$ cat src/logic/game_pkg.sv
`default_nettype none

package game_pkg;

    //////////////////////////////////////////////////////////////////////
    // sizes and limits
    //////////////////////////////////////////////////////////////////////

    localparam int POS_W = 12;                       // one coordinate word.
    localparam int CNT_W = 16;
    localparam int WB_DW = 32;

    localparam logic [POS_W-1:0] X_MAX   = 12'd639;
    localparam logic [POS_W-1:0] GATE_LO = 12'd300;  // zone is (GATE_LO, GATE_HI].
    localparam logic [POS_W-1:0] GATE_HI = 12'd400;
    localparam logic [POS_W-1:0] JUMP_H  = 12'd16;   // peak of the arc.

    // word addresses, taken from adr[3:2]
    localparam logic [1:0] REG_CTRL   = 2'd0;
    localparam logic [1:0] REG_POS    = 2'd1;
    localparam logic [1:0] REG_FLAGS  = 2'd2;
    localparam logic [1:0] REG_FRAMES = 2'd3;

    //////////////////////////////////////////////////////////////////////
    // types
    //////////////////////////////////////////////////////////////////////

    typedef enum logic [1:0] {
        IDLE  = 2'd0,
        RIGHT = 2'd1,
        LEFT  = 2'd2
    } move_state_t;

    typedef struct packed {
        logic left;
        logic right;
        logic button;
        logic jump;
    } ctl_t;

    typedef struct packed {
        logic [POS_W-1:0] x;
        logic [POS_W-1:0] height;
    } pos_t;

    typedef struct packed {
        pos_t             pos;
        logic             in_zone;
        logic             airborne;
        logic [CNT_W-1:0] step_count;
        logic [CNT_W-1:0] landing_count;
    } status_t;

    // true when a coordinate lies inside the gate zone.
    function automatic logic in_gate(input logic [POS_W-1:0] xv);
        return (xv > GATE_LO) && (xv <= GATE_HI);
    endfunction

endpackage

`default_nettype wire

$ cat src/logic/wb_game_regs.sv
`timescale 1ns/10ps
`default_nettype none

module wb_game_regs (
    input  logic                clk,
    input  logic                rst,
    input  logic                cyc,
    input  logic                stb,
    input  logic                we,
    input  logic [3:0]          adr,
    input  logic [31:0]         dat_w,
    output logic                ack,
    output logic [31:0]         dat_r,
    input  logic                v_tick,
    input  game_pkg::status_t   status,
    output game_pkg::ctl_t      ctl,
    output logic                frame
);

    import game_pkg::*;

    logic             v_tick_q;
    logic [WB_DW-1:0] frame_count;
    logic             access;
    logic [1:0]       reg_sel;

    //////////////////////////////////////////////////////////////////////
    // wishbone classic slave
    //////////////////////////////////////////////////////////////////////

    assign access  = cyc && stb && !ack;  // new strobe, not yet acked.
    assign reg_sel = adr[3:2];

    always_ff @(posedge clk) begin
        if (rst) begin
            ack <= 1'b0;
            ctl <= '0;
        end else begin
            ack <= access;                // single cycle ack.
            if (access && we && (reg_sel == REG_CTRL)) begin
                ctl <= ctl_t'(dat_w[3:0]);
            end
        end
    end

    // address held by the master until ack, so a plain mux is enough
    always_comb begin
        dat_r = '0;
        case (reg_sel)
            REG_CTRL: begin
                dat_r[3:0] = ctl;
                dat_r[8]   = status.in_zone;
                dat_r[9]   = status.airborne;
            end
            REG_POS: begin
                dat_r[POS_W-1:0]   = status.pos.x;
                dat_r[16 +: POS_W] = status.pos.height;
            end
            REG_FLAGS: begin
                dat_r[15:0]  = status.step_count;
                dat_r[31:16] = status.landing_count;
            end
            REG_FRAMES: begin
                dat_r = frame_count;
            end
            default: begin
                dat_r = '0;
            end
        endcase
    end

    //////////////////////////////////////////////////////////////////////
    // frame tick
    //////////////////////////////////////////////////////////////////////

    always_ff @(posedge clk) begin
        if (rst) begin
            v_tick_q    <= 1'b0;
            frame       <= 1'b0;
            frame_count <= '0;
        end else begin
            v_tick_q <= v_tick;
            frame    <= v_tick && !v_tick_q;   // rising edge only.
            if (frame) begin
                frame_count <= frame_count + 1'b1;
            end
        end
    end

endmodule

`default_nettype wire

$ cat src/logic/player_ctl.sv
`timescale 1ns/10ps
`default_nettype none

module player_ctl (
    input  logic                         clk,
    input  logic                         rst,
    input  logic                         frame,
    input  game_pkg::ctl_t               ctl,
    output logic [game_pkg::POS_W-1:0]   x
);

    import game_pkg::*;

    move_state_t      state;
    move_state_t      state_nxt;
    logic [POS_W-1:0] x_nxt;
    logic [POS_W-1:0] x_up;
    logic [POS_W-1:0] x_dn;
    logic             step_r;
    logic             step_l;

    assign x_up = x + 1'b1;
    assign x_dn = x - 1'b1;

    // button must be held exactly when the target is in the gate zone
    assign step_r = ctl.right && (x < X_MAX) && (ctl.button == in_gate(x_up));
    assign step_l = ctl.left && (x != '0) && (ctl.button == in_gate(x_dn));

    always_ff @(posedge clk) begin
        if (rst) begin
            state <= IDLE;
            x     <= '0;
        end else if (frame) begin
            state <= state_nxt;
            x     <= x_nxt;
        end
    end

    always_comb begin
        state_nxt = state;
        x_nxt     = x;
        case (state)
            IDLE: begin
                if (ctl.right) begin
                    state_nxt = RIGHT;     // right wins over left.
                end else if (ctl.left) begin
                    state_nxt = LEFT;
                end
            end
            RIGHT: begin
                if (step_r) begin
                    x_nxt = x_up;
                end else begin
                    state_nxt = IDLE;      // refused step, x holds.
                end
            end
            LEFT: begin
                if (step_l) begin
                    x_nxt = x_dn;
                end else begin
                    state_nxt = IDLE;
                end
            end
            default: begin
                state_nxt = IDLE;
            end
        endcase
    end

endmodule

`default_nettype wire

$ cat src/logic/jump_ctl.sv
`timescale 1ns/10ps
`default_nettype none

module jump_ctl (
    input  logic                         clk,
    input  logic                         rst,
    input  logic                         frame,
    input  game_pkg::ctl_t               ctl,
    output logic [game_pkg::POS_W-1:0]   height
);

    import game_pkg::*;

    logic rising;

    //////////////////////////////////////////////////////////////////////
    // jump arc, up JUMP_H frames then down JUMP_H frames
    //////////////////////////////////////////////////////////////////////

    always_ff @(posedge clk) begin
        if (rst) begin
            rising <= 1'b0;
            height <= '0;
        end else if (frame) begin
            if (rising) begin
                height <= height + 1'b1;
                if (height == JUMP_H - 1'b1) begin
                    rising <= 1'b0;        // peak reached this frame.
                end
            end else if (height != '0) begin
                height <= height - 1'b1;
            end else if (ctl.jump) begin
                height <= 12'd1;           // take off from ground.
                rising <= 1'b1;
            end
        end
    end

endmodule

`default_nettype wire

$ cat src/logic/player_status.sv
`timescale 1ns/10ps
`default_nettype none

module player_status (
    input  logic                         clk,
    input  logic                         rst,
    input  logic [game_pkg::POS_W-1:0]   x,
    input  logic [game_pkg::POS_W-1:0]   height,
    output game_pkg::status_t            status
);

    import game_pkg::*;

    logic moved;
    logic landed;

    assign moved  = (x != status.pos.x);
    assign landed = (height == '0) && (status.pos.height == 12'd1);

    always_ff @(posedge clk) begin
        if (rst) begin
            status <= '0;
        end else begin
            status.pos.x      <= x;
            status.pos.height <= height;
            status.in_zone    <= in_gate(x);
            status.airborne   <= (height != '0);
            if (moved) begin
                status.step_count <= status.step_count + 1'b1;
            end
            if (landed) begin
                status.landing_count <= status.landing_count + 1'b1;  // back on ground.
            end
        end
    end

endmodule

`default_nettype wire

$ cat src/logic/player_top.sv
`timescale 1ns/10ps
`default_nettype none

module player_top (
    input  logic        clk,
    input  logic        rst,
    input  logic        cyc,
    input  logic        stb,
    input  logic        we,
    input  logic [3:0]  adr,
    input  logic [31:0] dat_w,
    output logic        ack,
    output logic [31:0] dat_r,
    input  logic        v_tick
);

    import game_pkg::*;

    ctl_t             ctl;
    status_t          status;
    logic             frame;
    logic [POS_W-1:0] x;
    logic [POS_W-1:0] height;

    wb_game_regs u_regs (
        .clk    (clk),
        .rst    (rst),
        .cyc    (cyc),
        .stb    (stb),
        .we     (we),
        .adr    (adr),
        .dat_w  (dat_w),
        .ack    (ack),
        .dat_r  (dat_r),
        .v_tick (v_tick),
        .status (status),
        .ctl    (ctl),
        .frame  (frame)
    );

    // horizontal and vertical motion run side by side
    player_ctl u_player_ctl (
        .clk   (clk),
        .rst   (rst),
        .frame (frame),
        .ctl   (ctl),
        .x     (x)
    );

    jump_ctl u_jump_ctl (
        .clk    (clk),
        .rst    (rst),
        .frame  (frame),
        .ctl    (ctl),
        .height (height)
    );

    player_status u_status (
        .clk    (clk),
        .rst    (rst),
        .x      (x),
        .height (height),
        .status (status)
    );

endmodule

`default_nettype wire

$ cat config.mk
export PLATFORM = sky130hd
export DESIGN_NAME = player_top
export DESIGN_NICKNAME = d
export VERILOG_FILES = /design/src/logic/game_pkg.sv /design/src/logic/wb_game_regs.sv /design/src/logic/player_ctl.sv /design/src/logic/jump_ctl.sv /design/src/logic/player_status.sv /design/src/logic/player_top.sv
export SDC_FILE = /design/constraint.sdc
export NUM_CORES = 1
export LEC_CHECK = 0
export BUFFER_PORTS_ARGS = -buffer_cell sky130_fd_sc_hd__buf_2
export CAP_MARGIN = 20
export CORE_MARGIN = 5
export CORE_UTILIZATION = 54
export DETAILED_ROUTE_END_ITERATION = 10
export PLACE_DENSITY_LB_ADDON = 0.2
export SYNTH_ARGS = -nofsm -noshare
export SYNTH_HDL_FRONTEND = slang
export SYNTH_SLANG_ARGS = --single-unit
export TNS_END_PERCENT = 50
$ cat constraint.sdc
create_clock -name clk -period 10.2 [get_ports clk]
set_clock_uncertainty 0.2 [all_clocks]
set_input_delay 1.02 -clock clk [delete_from_list [all_inputs] [get_ports clk]]
set_output_delay 1.02 -clock clk [all_outputs]
set_load 0.02 [all_outputs]
==> run_results.csv, run 1 <==
group,metric,value,unit
die,dieArea,15140,µm²
grt,grt_max_degree,106,
sta,setup-violations-final,0,
sta,rsz0062_at_grt,"no",
worst_setup_path,criticalPathCategory,"in2out",
logic_synthesis,postSynth.asyncResetShare,0,%
die,start_util,54.89,%
worst_setup_path,critPathCaptureType,"output pin",
detailed_routing,dr.pass1.iters,5,
logic_synthesis,synth.mux.area_fraction,9.902,%
detailed_routing,drt-met1-wl,7.600,mm
pwr,power_density,200.4,nW/µm²
grt,grt_pass1_wl,27.41,mm
logic_synthesis,synth-compound-area-share,12.06,%
detailed_routing,vias,5809,
sta,tightest_slew,1.094,ns
sta,tns,0,ns
placement,place.gp.congestion,0.9131,
clocking,cts_hold_buf,0,
worst_hold_path,holdCritPathClass,"reg2reg",
logic_synthesis,synth_top_area_share,35.98,%
pwr,leakage,3.122,nW
logic_synthesis,ys_seq_elements,124,
logic_synthesis,synth-simple-area-share,26.30,%
logic_synthesis,syn_area_per_cell,8.549,µm²
placement,post-dp-hpwl,11.56,mm
pwr,finalPower,1.560,mW
detailed_routing,wl_met2,8.052,mm
worst_setup_path,cp.required,8.98,ns
detailed_routing,ant_nets,0,
clocking,ctsResizeCount,0,
layout,layout.nets,876,
grt,grt_pass1_vias,5538,
run_status,outcome,"finished, final reports clean",
detailed_routing,drtIter0Drc,565,
worst_setup_path,timing.reg2reg.setup_slack,6.25,ns
logic_synthesis,syn_nets,861,
sta,fin_crit,4.101,ns
worst_setup_path,startpoint_type,"primary input",
clocking,h-tree-depth,4,
die,ios,75,
detailed_routing,routed_wl,16.57,mm
logic_synthesis,synth_top_family_by_area,"simple AND/OR/NAND/NOR gates",
logic_synthesis,synth.yosys.seq_area_share,35.98,%
sta,max_freq,243.8,MHz
logic_synthesis,ys_types,70,
layout,finalInstanceArea,7785,µm²
placement,place_area,7158,µm²
sta,fin_crit_sh,40.21,%
detailed_routing,wire_per_inst,16.45,µm
logic_synthesis,synthTopCellsByArea,"dfxtp_1, nor2_1, xor2_1, xnor2_1, mux2_2",
die,core,12570,µm²
die,die_x,123.0,µm
clocking,clk_latency,0.41,ns
placement,io_buffers,44,
job,maxCapViolations,0,
layout,syn2layout_area_growth,12.84,%
clocking,cts_buffers,17,
logic_synthesis,synthXorXnorAreaFrac,9.902,%
sta,hold_viol_final,0,
logic_synthesis,synth-edff-count,0,
layout,antenna_cells,0,
sta,max-slew-margin-rel,27.05,%
grt,track_usage,22.94,%
logic_synthesis,synth_fa_ha_area_share,2.176,%
worst_setup_path,path_max_fanout,34,
sta,drv_slew,0,
worst_hold_path,whs_path_depth,1,
clocking,postCtsSetupRepairBufs,0,
clocking,cts_sinks,124,
clocking,clock_path_buffers,2,
logic_synthesis,synth_warnings,0,
pwr,peakVddDrop,0.1161,mV
grt,antenna_found_initial,0,
detailed_routing,met3WireLength,655,µm
worst_setup_path,crit_arrival,2.88,ns
clocking,cts_tree,"built",
detailed_routing,viasPerCell,5.769,
die,row_count,41,
detailed_routing,drc_errors,0,
clocking,cts_root_buffer,"clkbuf_16",
logic_synthesis,synth_ff_type,"dfxtp_1",
detailed_routing,top_layer,"met4",
worst_setup_path,worst_r2r_path_depth,11,
layout,drive_gt1_share,14.61,%
clocking,clk_pin_slew_worst_paths,0.05,ns
logic_synthesis,synth_top_area_cell,"dfxtp_1",
logic_synthesis,synthCells,807,
die,fp.dieH,123.0,µm
grt,overflow,0,
logic_synthesis,syn-cell-area,6899,µm²
-- synth_stat cells (all sizes together) (18+ instances only) --
master / n
clkbuf: 36
nand3: 33
mux2: 30
nor2b: 37
mux2i: 21
and3: 18
dfxtp: 124
nor2: 123
o21ai: 26
a21oi: 26
a22o: 19
nand2: 51
xor2: 49
xnor2: 29
-- report_power, final --
group	internal [mW]	switching (mW)
clock	0.421	0.216
sequential	0.518	0.0447
combinational	0.145	0.215
total	1.08	0.476
-- cell type report --
type                            instances  area (µm²)
Clock buffer                           21       460.4
Timing Repair Buffer                   47       249.0
Tap cell                              172       215.2
Multi-Input combinational cell        619        4163
Inverter                               13       48.80
Sequential cell                       124        2482
Clock inverter                         11       166.4
Fill cell                            1099        4783
-- stage by stage --
stage	std cells	utilization [%]	hold slack, ns	setup WS (ns)
detailed placement	975	56.95	0.1723	6.088
finish	1007	61.94	0.1805	6.099
floorplan	807	-	0.1674	6.640
global route	1007	61.94	0.1967	5.950
global placement	974	56.86	0.1719	5.782
CTS	1007	61.94	0.1800	6.078
-- cells by family (layout without fill, tap and decap cells) --
family          count (synthesis)  after routing
buf+inv                        64             92
mux                            57             57
compound gates                115            115
flops                         124            124
simple gates                  357            357
xor+xnor                       78             78
fa+ha+maj                      12             12
-- critical path, stage by stage --
cell	delay [ns]
buf_2	0.68
nor2b_1	0.60
buf_6	0.23
a22o_1	0.16
buf_2	0.17
-- cells in the final DEF (no fill, tap or decap), drive strengths merged, types with 4 or more instances in the layout --
master  count
a211oi      4
a21oi      26
a22o       19
a22oi       4
a31oi       5
and2        5
and3       18
and4        8
buf        47
bufinv      4
clkbuf     21
clkinv      5
dfxtp     124
ha         12
inv        12
mux2       30
mux2i      21
mux4        6
nand2      51
nand2b      5
nand3      33
nand4      17
nor2      123
nor2b      37
nor3       12
nor4       13
nor4b       4
o21ai      26
o31ai       4
or2         5
or3        15
xnor2      29
xor2       49
-- state kept, by name (all words and copies together) (netlist names) --
signal              count
u_jump_ctl.height      12
u_jump_ctl.rising       1
u_player_ctl.state      2
u_player_ctl.x         12
u_regs.ack              1
u_regs.ctl              4
u_regs.frame            1
u_regs.frame_count     32
u_regs.v_tick_q         1
u_status.status        58
-- path summary, 6_finish.rpt --
path	to	from
min	u_regs.frame	u_regs.v_tick_q
max	dat_r[16]	adr[2]
max reg2reg	u_player_ctl.x[3]	u_player_ctl.x[1]
min reg2reg	u_regs.frame	u_regs.v_tick_q
-- layer usage --
metal	vias up	GRT usage [%]
li1	2879	-
met1	2790	29.61
met2	120	38.30
met3	20	4.529
met4	0	8.235
met5	-	0
Note: power is estimated with default switching activity, not from simulation.
==> run 2: changes to the inputs <==
- ABC_AREA: not set -> 1
- clock period: 10.2 -> 4.2 ns (I/O delays scaled with it)
==> run_results.csv, run 2 <==
group,metric,value,unit
run_status,outcome,"finished, final reports clean",
clocking,cts_root_buffer,"clkbuf_16",
sta,fin_crit,2.921,ns
layout,final_common_cell,"nand2_1",
sta,rsz0062_at_grt,"no",
worst_setup_path,cp_top_family,"simple AND/OR/NAND/NOR gates",
layout,largest_reg_flops,58,
logic_synthesis,synth_common_cells,"nand2_1, nor2_1, inv_1, dfxtp_1, a21oi_1",
clocking,cts_sinks,124,
sta,worst_slack,1.279,ns
layout,syn2layout_area_growth,12.36,%
sta,max-slew-margin-rel,57.64,%
detailed_routing,dr.pass1.iters,5,
worst_setup_path,cp.required,4.31,ns
logic_synthesis,syn-cell-area,7177,µm²
worst_setup_path,critPathCaptureType,"flip-flop",
worst_setup_path,timing.reg2reg.setup_slack,1.28,ns
logic_synthesis,syn_area_per_cell,6.536,µm²
layout,most-common-layout-cells,"nand2_1, nor2_1, inv_1",
die,row_count,42,
detailed_routing,drtIter0Drc,734,
sta,hold_viol_final,0,
worst_setup_path,crit_slowest_cell,"dfxtp_1",
pwr,power_density,468.6,nW/µm²
sta,fin_crit_sh,69.54,%
die,core,13140,µm²
worst_hold_path,holdCritPathClass,"in2reg",
logic_synthesis,synth.yosys.seq_area_share,34.59,%
clocking,cts_hold_buf,0,
detailed_routing,routed_wl,18.96,mm
worst_setup_path,cpMostUsedCell,"nand2_1",
logic_synthesis,ys_types,46,
layout,layout.nets,1186,
layout,drive_gt1_share,9.703,%
detailed_routing,wire_per_inst,14.37,µm
detailed_routing,drc_errors,0,
job,maxCapViolations,0,
logic_synthesis,synth_warnings,0,
worst_setup_path,startpoint_type,"flip-flop",
sta,tightest_slew,0.6296,ns
sta,drv_slew,0,
logic_synthesis,synthTopCellsByArea,"dfxtp_1, nand2_1, nor2_1, inv_1, a21oi_1",
clocking,postCtsSetupRepairBufs,0,
clocking,ctsResizeCount,0,
logic_synthesis,postSynth.asyncResetShare,0,%
die,die_x,125.3,µm
sta,tns,0,ns
grt,grt_pass1_wl,31.51,mm
worst_setup_path,path_buf_inv,0,
worst_setup_path,path_max_fanout,17,
die,start_util,54.63,%
worst_setup_path,crit_arrival,3.03,ns
worst_setup_path,path_cells,"nand2_1 -> nor2_2 -> nand2_1 -> nand2_1 -> nand2_1 -> nand2_1 -> nand2_1 -> nand2_1 -> nand2_1 -> nand3_1 -> nand3_2 -> a21oi_4 -> nand2_4 -> nor2_1 -> nor2_1",
grt,overflow,0,
clocking,clk_pin_slew_worst_paths,0.06,ns
logic_synthesis,synth_top_area_share,34.59,%
grt,grt_pass1_vias,6583,
worst_setup_path,criticalPathCategory,"reg2reg",
die,ios,75,
pwr,leakage,3.280,nW
logic_synthesis,synthCells,1098,
logic_synthesis,synth-edff-count,0,
detailed_routing,viasPerCell,5.429,
logic_synthesis,synth_top_area_cell,"dfxtp_1",
layout,largest-register,"u_status.status",
die,dieArea,15700,µm²
clocking,h-tree-depth,4,
clocking,clk_latency,0.42,ns
die,fp.dieH,125.3,µm
logic_synthesis,synth_ff_type,"dfxtp_1",
clocking,cts_buffers,17,
grt,grt_max_degree,54,
grt,antenna_found_initial,0,
pwr,peakVddDrop,0.2860,mV
layout,top_regs,"u_status.status: 58 flops, u_regs.frame_count: 32 flops",
logic_synthesis,ys_seq_elements,124,
layout,antenna_cells,0,
placement,pre_cts_slack,1.332,ns
worst_setup_path,worst_path_largest_cell_delay,0.63,ns
grt,track_usage,24.20,%
logic_synthesis,syn_nets,1152,
logic_synthesis,yosys.cell_count.top_type,"nand2_1",
sta,hold_slack,0.01759,ns
detailed_routing,vias,7166,
placement,io_buffers,44,
sta,setup-violations-final,0,
placement,place.gp.congestion,0.9613,
clocking,clock_path_buffers,2,
placement,post-dp-hpwl,13.99,mm
sta,max_freq,342.4,MHz
clocking,cts_tree,"built",
detailed_routing,ant_nets,0,
## run 2: changes by cell type after synthesis, sizes merged, moves of 30 or more
cell,previous run,this run
nor2b,37,0
o21ai,26,67
inv,12,148
a21oi,26,77
nand2,51,240
mux2,30,0
nor2,123,167
nand3,33,69
## run 2: final timing paths
kind	from	end	cells after the start
worst max register to register	u_player_ctl.x[3]	u_player_ctl.x[5]	15
worst min register to register	u_regs.v_tick_q	u_regs.frame	1
worst max-delay path	u_player_ctl.x[3]	u_player_ctl.x[5]	15
worst min-delay path	v_tick	u_regs.v_tick_q	3
## run 2: metal layers
metal / share of wire (%) / global-route usage [%]
met5: 0 / 0
met3: 5.9 / 5.032
met4: 1.8 / 7.334
met1: 45 / 32.48
met2: 47 / 39.39
## run 2: final cells by class
cell class / count / area, µm²
clock buffer: 24 / 481.7
inverter: 149 / 559.3
clock inverter: 7 / 112.6
fill: 1275 / 5074
sequential: 124 / 2482
timing repair buffer: 50 / 265.3
multi-input combinational: 790 / 3943
tap: 176 / 220.2
## run 2: cells by family after synthesis
group | Yosys count | share of synthesized area, %
AO/OA/AOI/OAI | 191 | 15.50
adder cells (fa/ha/maj) | 12 | 2.092
XOR/XNOR | 26 | 3.173
AND/OR/NAND/NOR | 561 | 34.17
flip-flops | 124 | 34.59
buffers and inverters | 184 | 10.48
## run 2: report_power, final
part           internal, mW  leakage (nW)  switching (mW)
Clock                 0.974         0.290           0.512
Sequential             1.27          1.00          0.0720
Combinational         0.325          1.99           0.629
## run 2: worst reg2reg max path: stages, from the launching register on
cell	delay, ns
dfxtp_1	0.63
nand2_1	0.20
nor2_2	0.25
nand2_1	0.10
nand2_1	0.08
nand2_1	0.05
nand2_1	0.07
nand2_1	0.05
nand2_1	0.05
nand2_1	0.08
nand3_1	0.12
nand3_2	0.11
a21oi_4	0.46
nand2_4	0.17
nor2_1	0.14
nor2_1	0.06
## run 2: through the flow
step	instance area (µm²)	total power, mW	util [%]	instances
3_3_place_gp	7470	2.279	56.86	1289
6_report	8064	3.779	61.38	1320
5_1_grt	8064	3.996	61.38	1320
4_1_cts	8064	3.778	61.38	1320
3_5_place_dp	7470	2.293	56.86	1289
2_1_floorplan	7177	2.083	-	1098
==> run 3: changes to the inputs <==
- clock period: 4.2 -> 2.97 ns (I/O delays scaled with it)
==> run_results.csv, run 3 (synthesis gave the netlist of run 2 again) <==
group,metric,value,unit
die,core,13140,µm²
worst_setup_path,cp.required,3.12,ns
worst_setup_path,criticalPathCategory,"reg2reg",
detailed_routing,drtIter0Drc,790,
clocking,clk_pin_slew_worst_paths,0.06,ns
worst_setup_path,path_cells,"nand2_1 -> nor2_2 -> nand3_1 -> nand2_1 -> nand3_2 -> nor2_2 -> nand2_1 -> nand2_1 -> nand3_2 -> a21oi_4 -> buf_4 -> nand2_4 -> nand2_1 -> nand2_1 -> nor2_1",
worst_setup_path,cp_top_family,"simple AND/OR/NAND/NOR gates",
worst_setup_path,cpMostUsedCell,"nand2_1",
layout,largest-register,"u_status.status",
detailed_routing,viasPerCell,5.454,
worst_setup_path,endpoint,"u_player_ctl.x[9]",
detailed_routing,vias,7286,
sta,fin_crit,2.726,ns
detailed_routing,dr.pass1.iters,5,
layout,final_common_cell,"nand2_1",
detailed_routing,drc_errors,0,
grt,overflow,0,
sta,max-slew-margin-rel,55.80,%
pwr,finalPower,5.715,mW
layout,layout.nets,1201,
clocking,clock_path_buffers,2,
sta,fin_crit_sh,91.77,%
grt,grt_pass1_wl,32.62,mm
layout,antenna_cells,0,
clocking,clk_latency,0.42,ns
detailed_routing,routed_wl,19.66,mm
job,maxCapViolations,0,
run_status,outcome,"finished, final reports clean",
worst_setup_path,critical_path_depth,15,
clocking,h-tree-depth,4,
sta,hold_slack,0.005219,ns
grt,grt_max_degree,54,
clocking,cts_tree,"built",
layout,drive_gt1_share,10.95,%
worst_setup_path,crit_slowest_cell,"dfxtp_1",
die,dieArea,15700,µm²
placement,post-dp-hpwl,14.30,mm
worst_setup_path,worst_r2r_path_depth,15,
layout,most-common-layout-cells,"nand2_1, nor2_1, inv_1",
clocking,cts_buffers,17,
worst_setup_path,path_buf_inv,1,
worst_setup_path,startpoint,"u_player_ctl.x[3]",
sta,max_freq,366.9,MHz
worst_setup_path,crit-reg2reg-launch,"u_player_ctl.x[3]",
grt,antenna_found_initial,0,
worst_setup_path,r2r_end,"u_player_ctl.x[9]",
sta,rsz0062_at_grt,"no",
detailed_routing,wire_per_inst,14.72,µm
worst_setup_path,startpoint_type,"flip-flop",
layout,largest_reg_flops,58,
clocking,postCtsSetupRepairBufs,0,
pwr,peakVddDrop,0.5864,mV
detailed_routing,ant_nets,0,
clocking,cts_sinks,124,
pwr,leakage,3.378,nW
sta,setup-violations-final,0,
worst_setup_path,crit_arrival,2.87,ns
grt,grt_pass1_vias,6715,
worst_setup_path,timing.reg2reg.setup_slack,0.24,ns
worst_setup_path,path_max_fanout,17,
grt,track_usage,25.10,%
die,start_util,54.63,%
pwr,power_density,690.1,nW/µm²
sta,hold_viol_final,0,
placement,place.gp.congestion,0.9433,
clocking,cts_root_buffer,"clkbuf_16",
sta,tns,0,ns
die,ios,75,
worst_hold_path,holdCritPathClass,"in2reg",
sta,tightest_slew,0.6570,ns
die,die_x,125.3,µm
layout,top_regs,"u_status.status: 58 flops, u_regs.frame_count: 32 flops",
layout,syn2layout_area_growth,15.38,%
worst_setup_path,critPathCaptureType,"flip-flop",
die,row_count,42,
sta,drv_slew,0,
worst_setup_path,worst_path_largest_cell_delay,0.62,ns
placement,io_buffers,44,
die,fp.dieH,125.3,µm
[run 3: cell type report]
type / count / area (µm²)
Multi-Input combinational cell: 790 / 3943
Inverter: 149 / 559.3
Tap cell: 176 / 220.2
Clock buffer: 18 / 439.2
Sequential cell: 124 / 2485
Fill cell: 1203 / 4857
Clock inverter: 14 / 241.5
Timing Repair Buffer: 65 / 392.9
[run 3: metal layers]
layer	wire length [µm]	up-vias	global-route usage, %
li1	-	3713	-
met1	8877	3273	33.93
met2	9091	265	40.08
met3	1269	35	5.458
met4	424	0	8.227
met5	0	-	0
[run 3: per-stage QoR]
stage / std cells / util, % / cell area, µm² / setup WS [ns]
floorplan: 1098 / - / 7177 / 0.6558
global placement: 1298 / 57.37 / 7537 / 0.3569
detailed placement: 1298 / 57.37 / 7537 / 0.2884
CTS: 1336 / 63.01 / 8278 / 0.2200
global route: 1336 / 63.03 / 8280 / 0.0004257
finish: 1336 / 63.03 / 8280 / 0.2443
[run 3: worst min path at each step]
| stage | cells after the start | start | end |
|---|---|---|---|
| after floorplan | 1 | u_regs.v_tick_q | u_regs.frame |
| after global placement | 1 | u_regs.v_tick_q | u_regs.frame |
| after detailed placement | 1 | u_regs.v_tick_q | u_regs.frame |
| after CTS | 3 | dat_w[0] | u_regs.ctl[0] |
| after global routing | 3 | dat_w[0] | u_regs.ctl[0] |
| final | 3 | dat_w[0] | u_regs.ctl[0] |
[run 3: repair_timing]
action / in CTS / in global routing
gates resized for setup: 0 / 2
hold buffers: 6 / 0
hold endpoints to repair: 6 / 0
setup endpoints to repair: 0 / 3
[run 3: worst register-to-register path, cell delays in order, from the launching register on]
cell and delay (ns):
dfxtp_1 0.62, nand2_1 0.20, nor2_2 0.24, nand3_1 0.10, nand2_1 0.10, nand3_2 0.09
nor2_2 0.13, nand2_1 0.06, nand2_1 0.09, nand3_2 0.09, a21oi_4 0.13, buf_4 0.25
nand2_4 0.13, nand2_1 0.08, nand2_1 0.05, nor2_1 0.11
[run 3: power breakdown]
| part | switching (mW) | total (mW) | internal (mW) | leakage [nW] |
|---|---|---|---|---|
| combinational | 0.918 | 1.42 | 0.504 | 2.06 |
| clock | 0.798 | 2.40 | 1.60 | 0.319 |
| sequential | 0.105 | 1.90 | 1.79 | 1.00 |
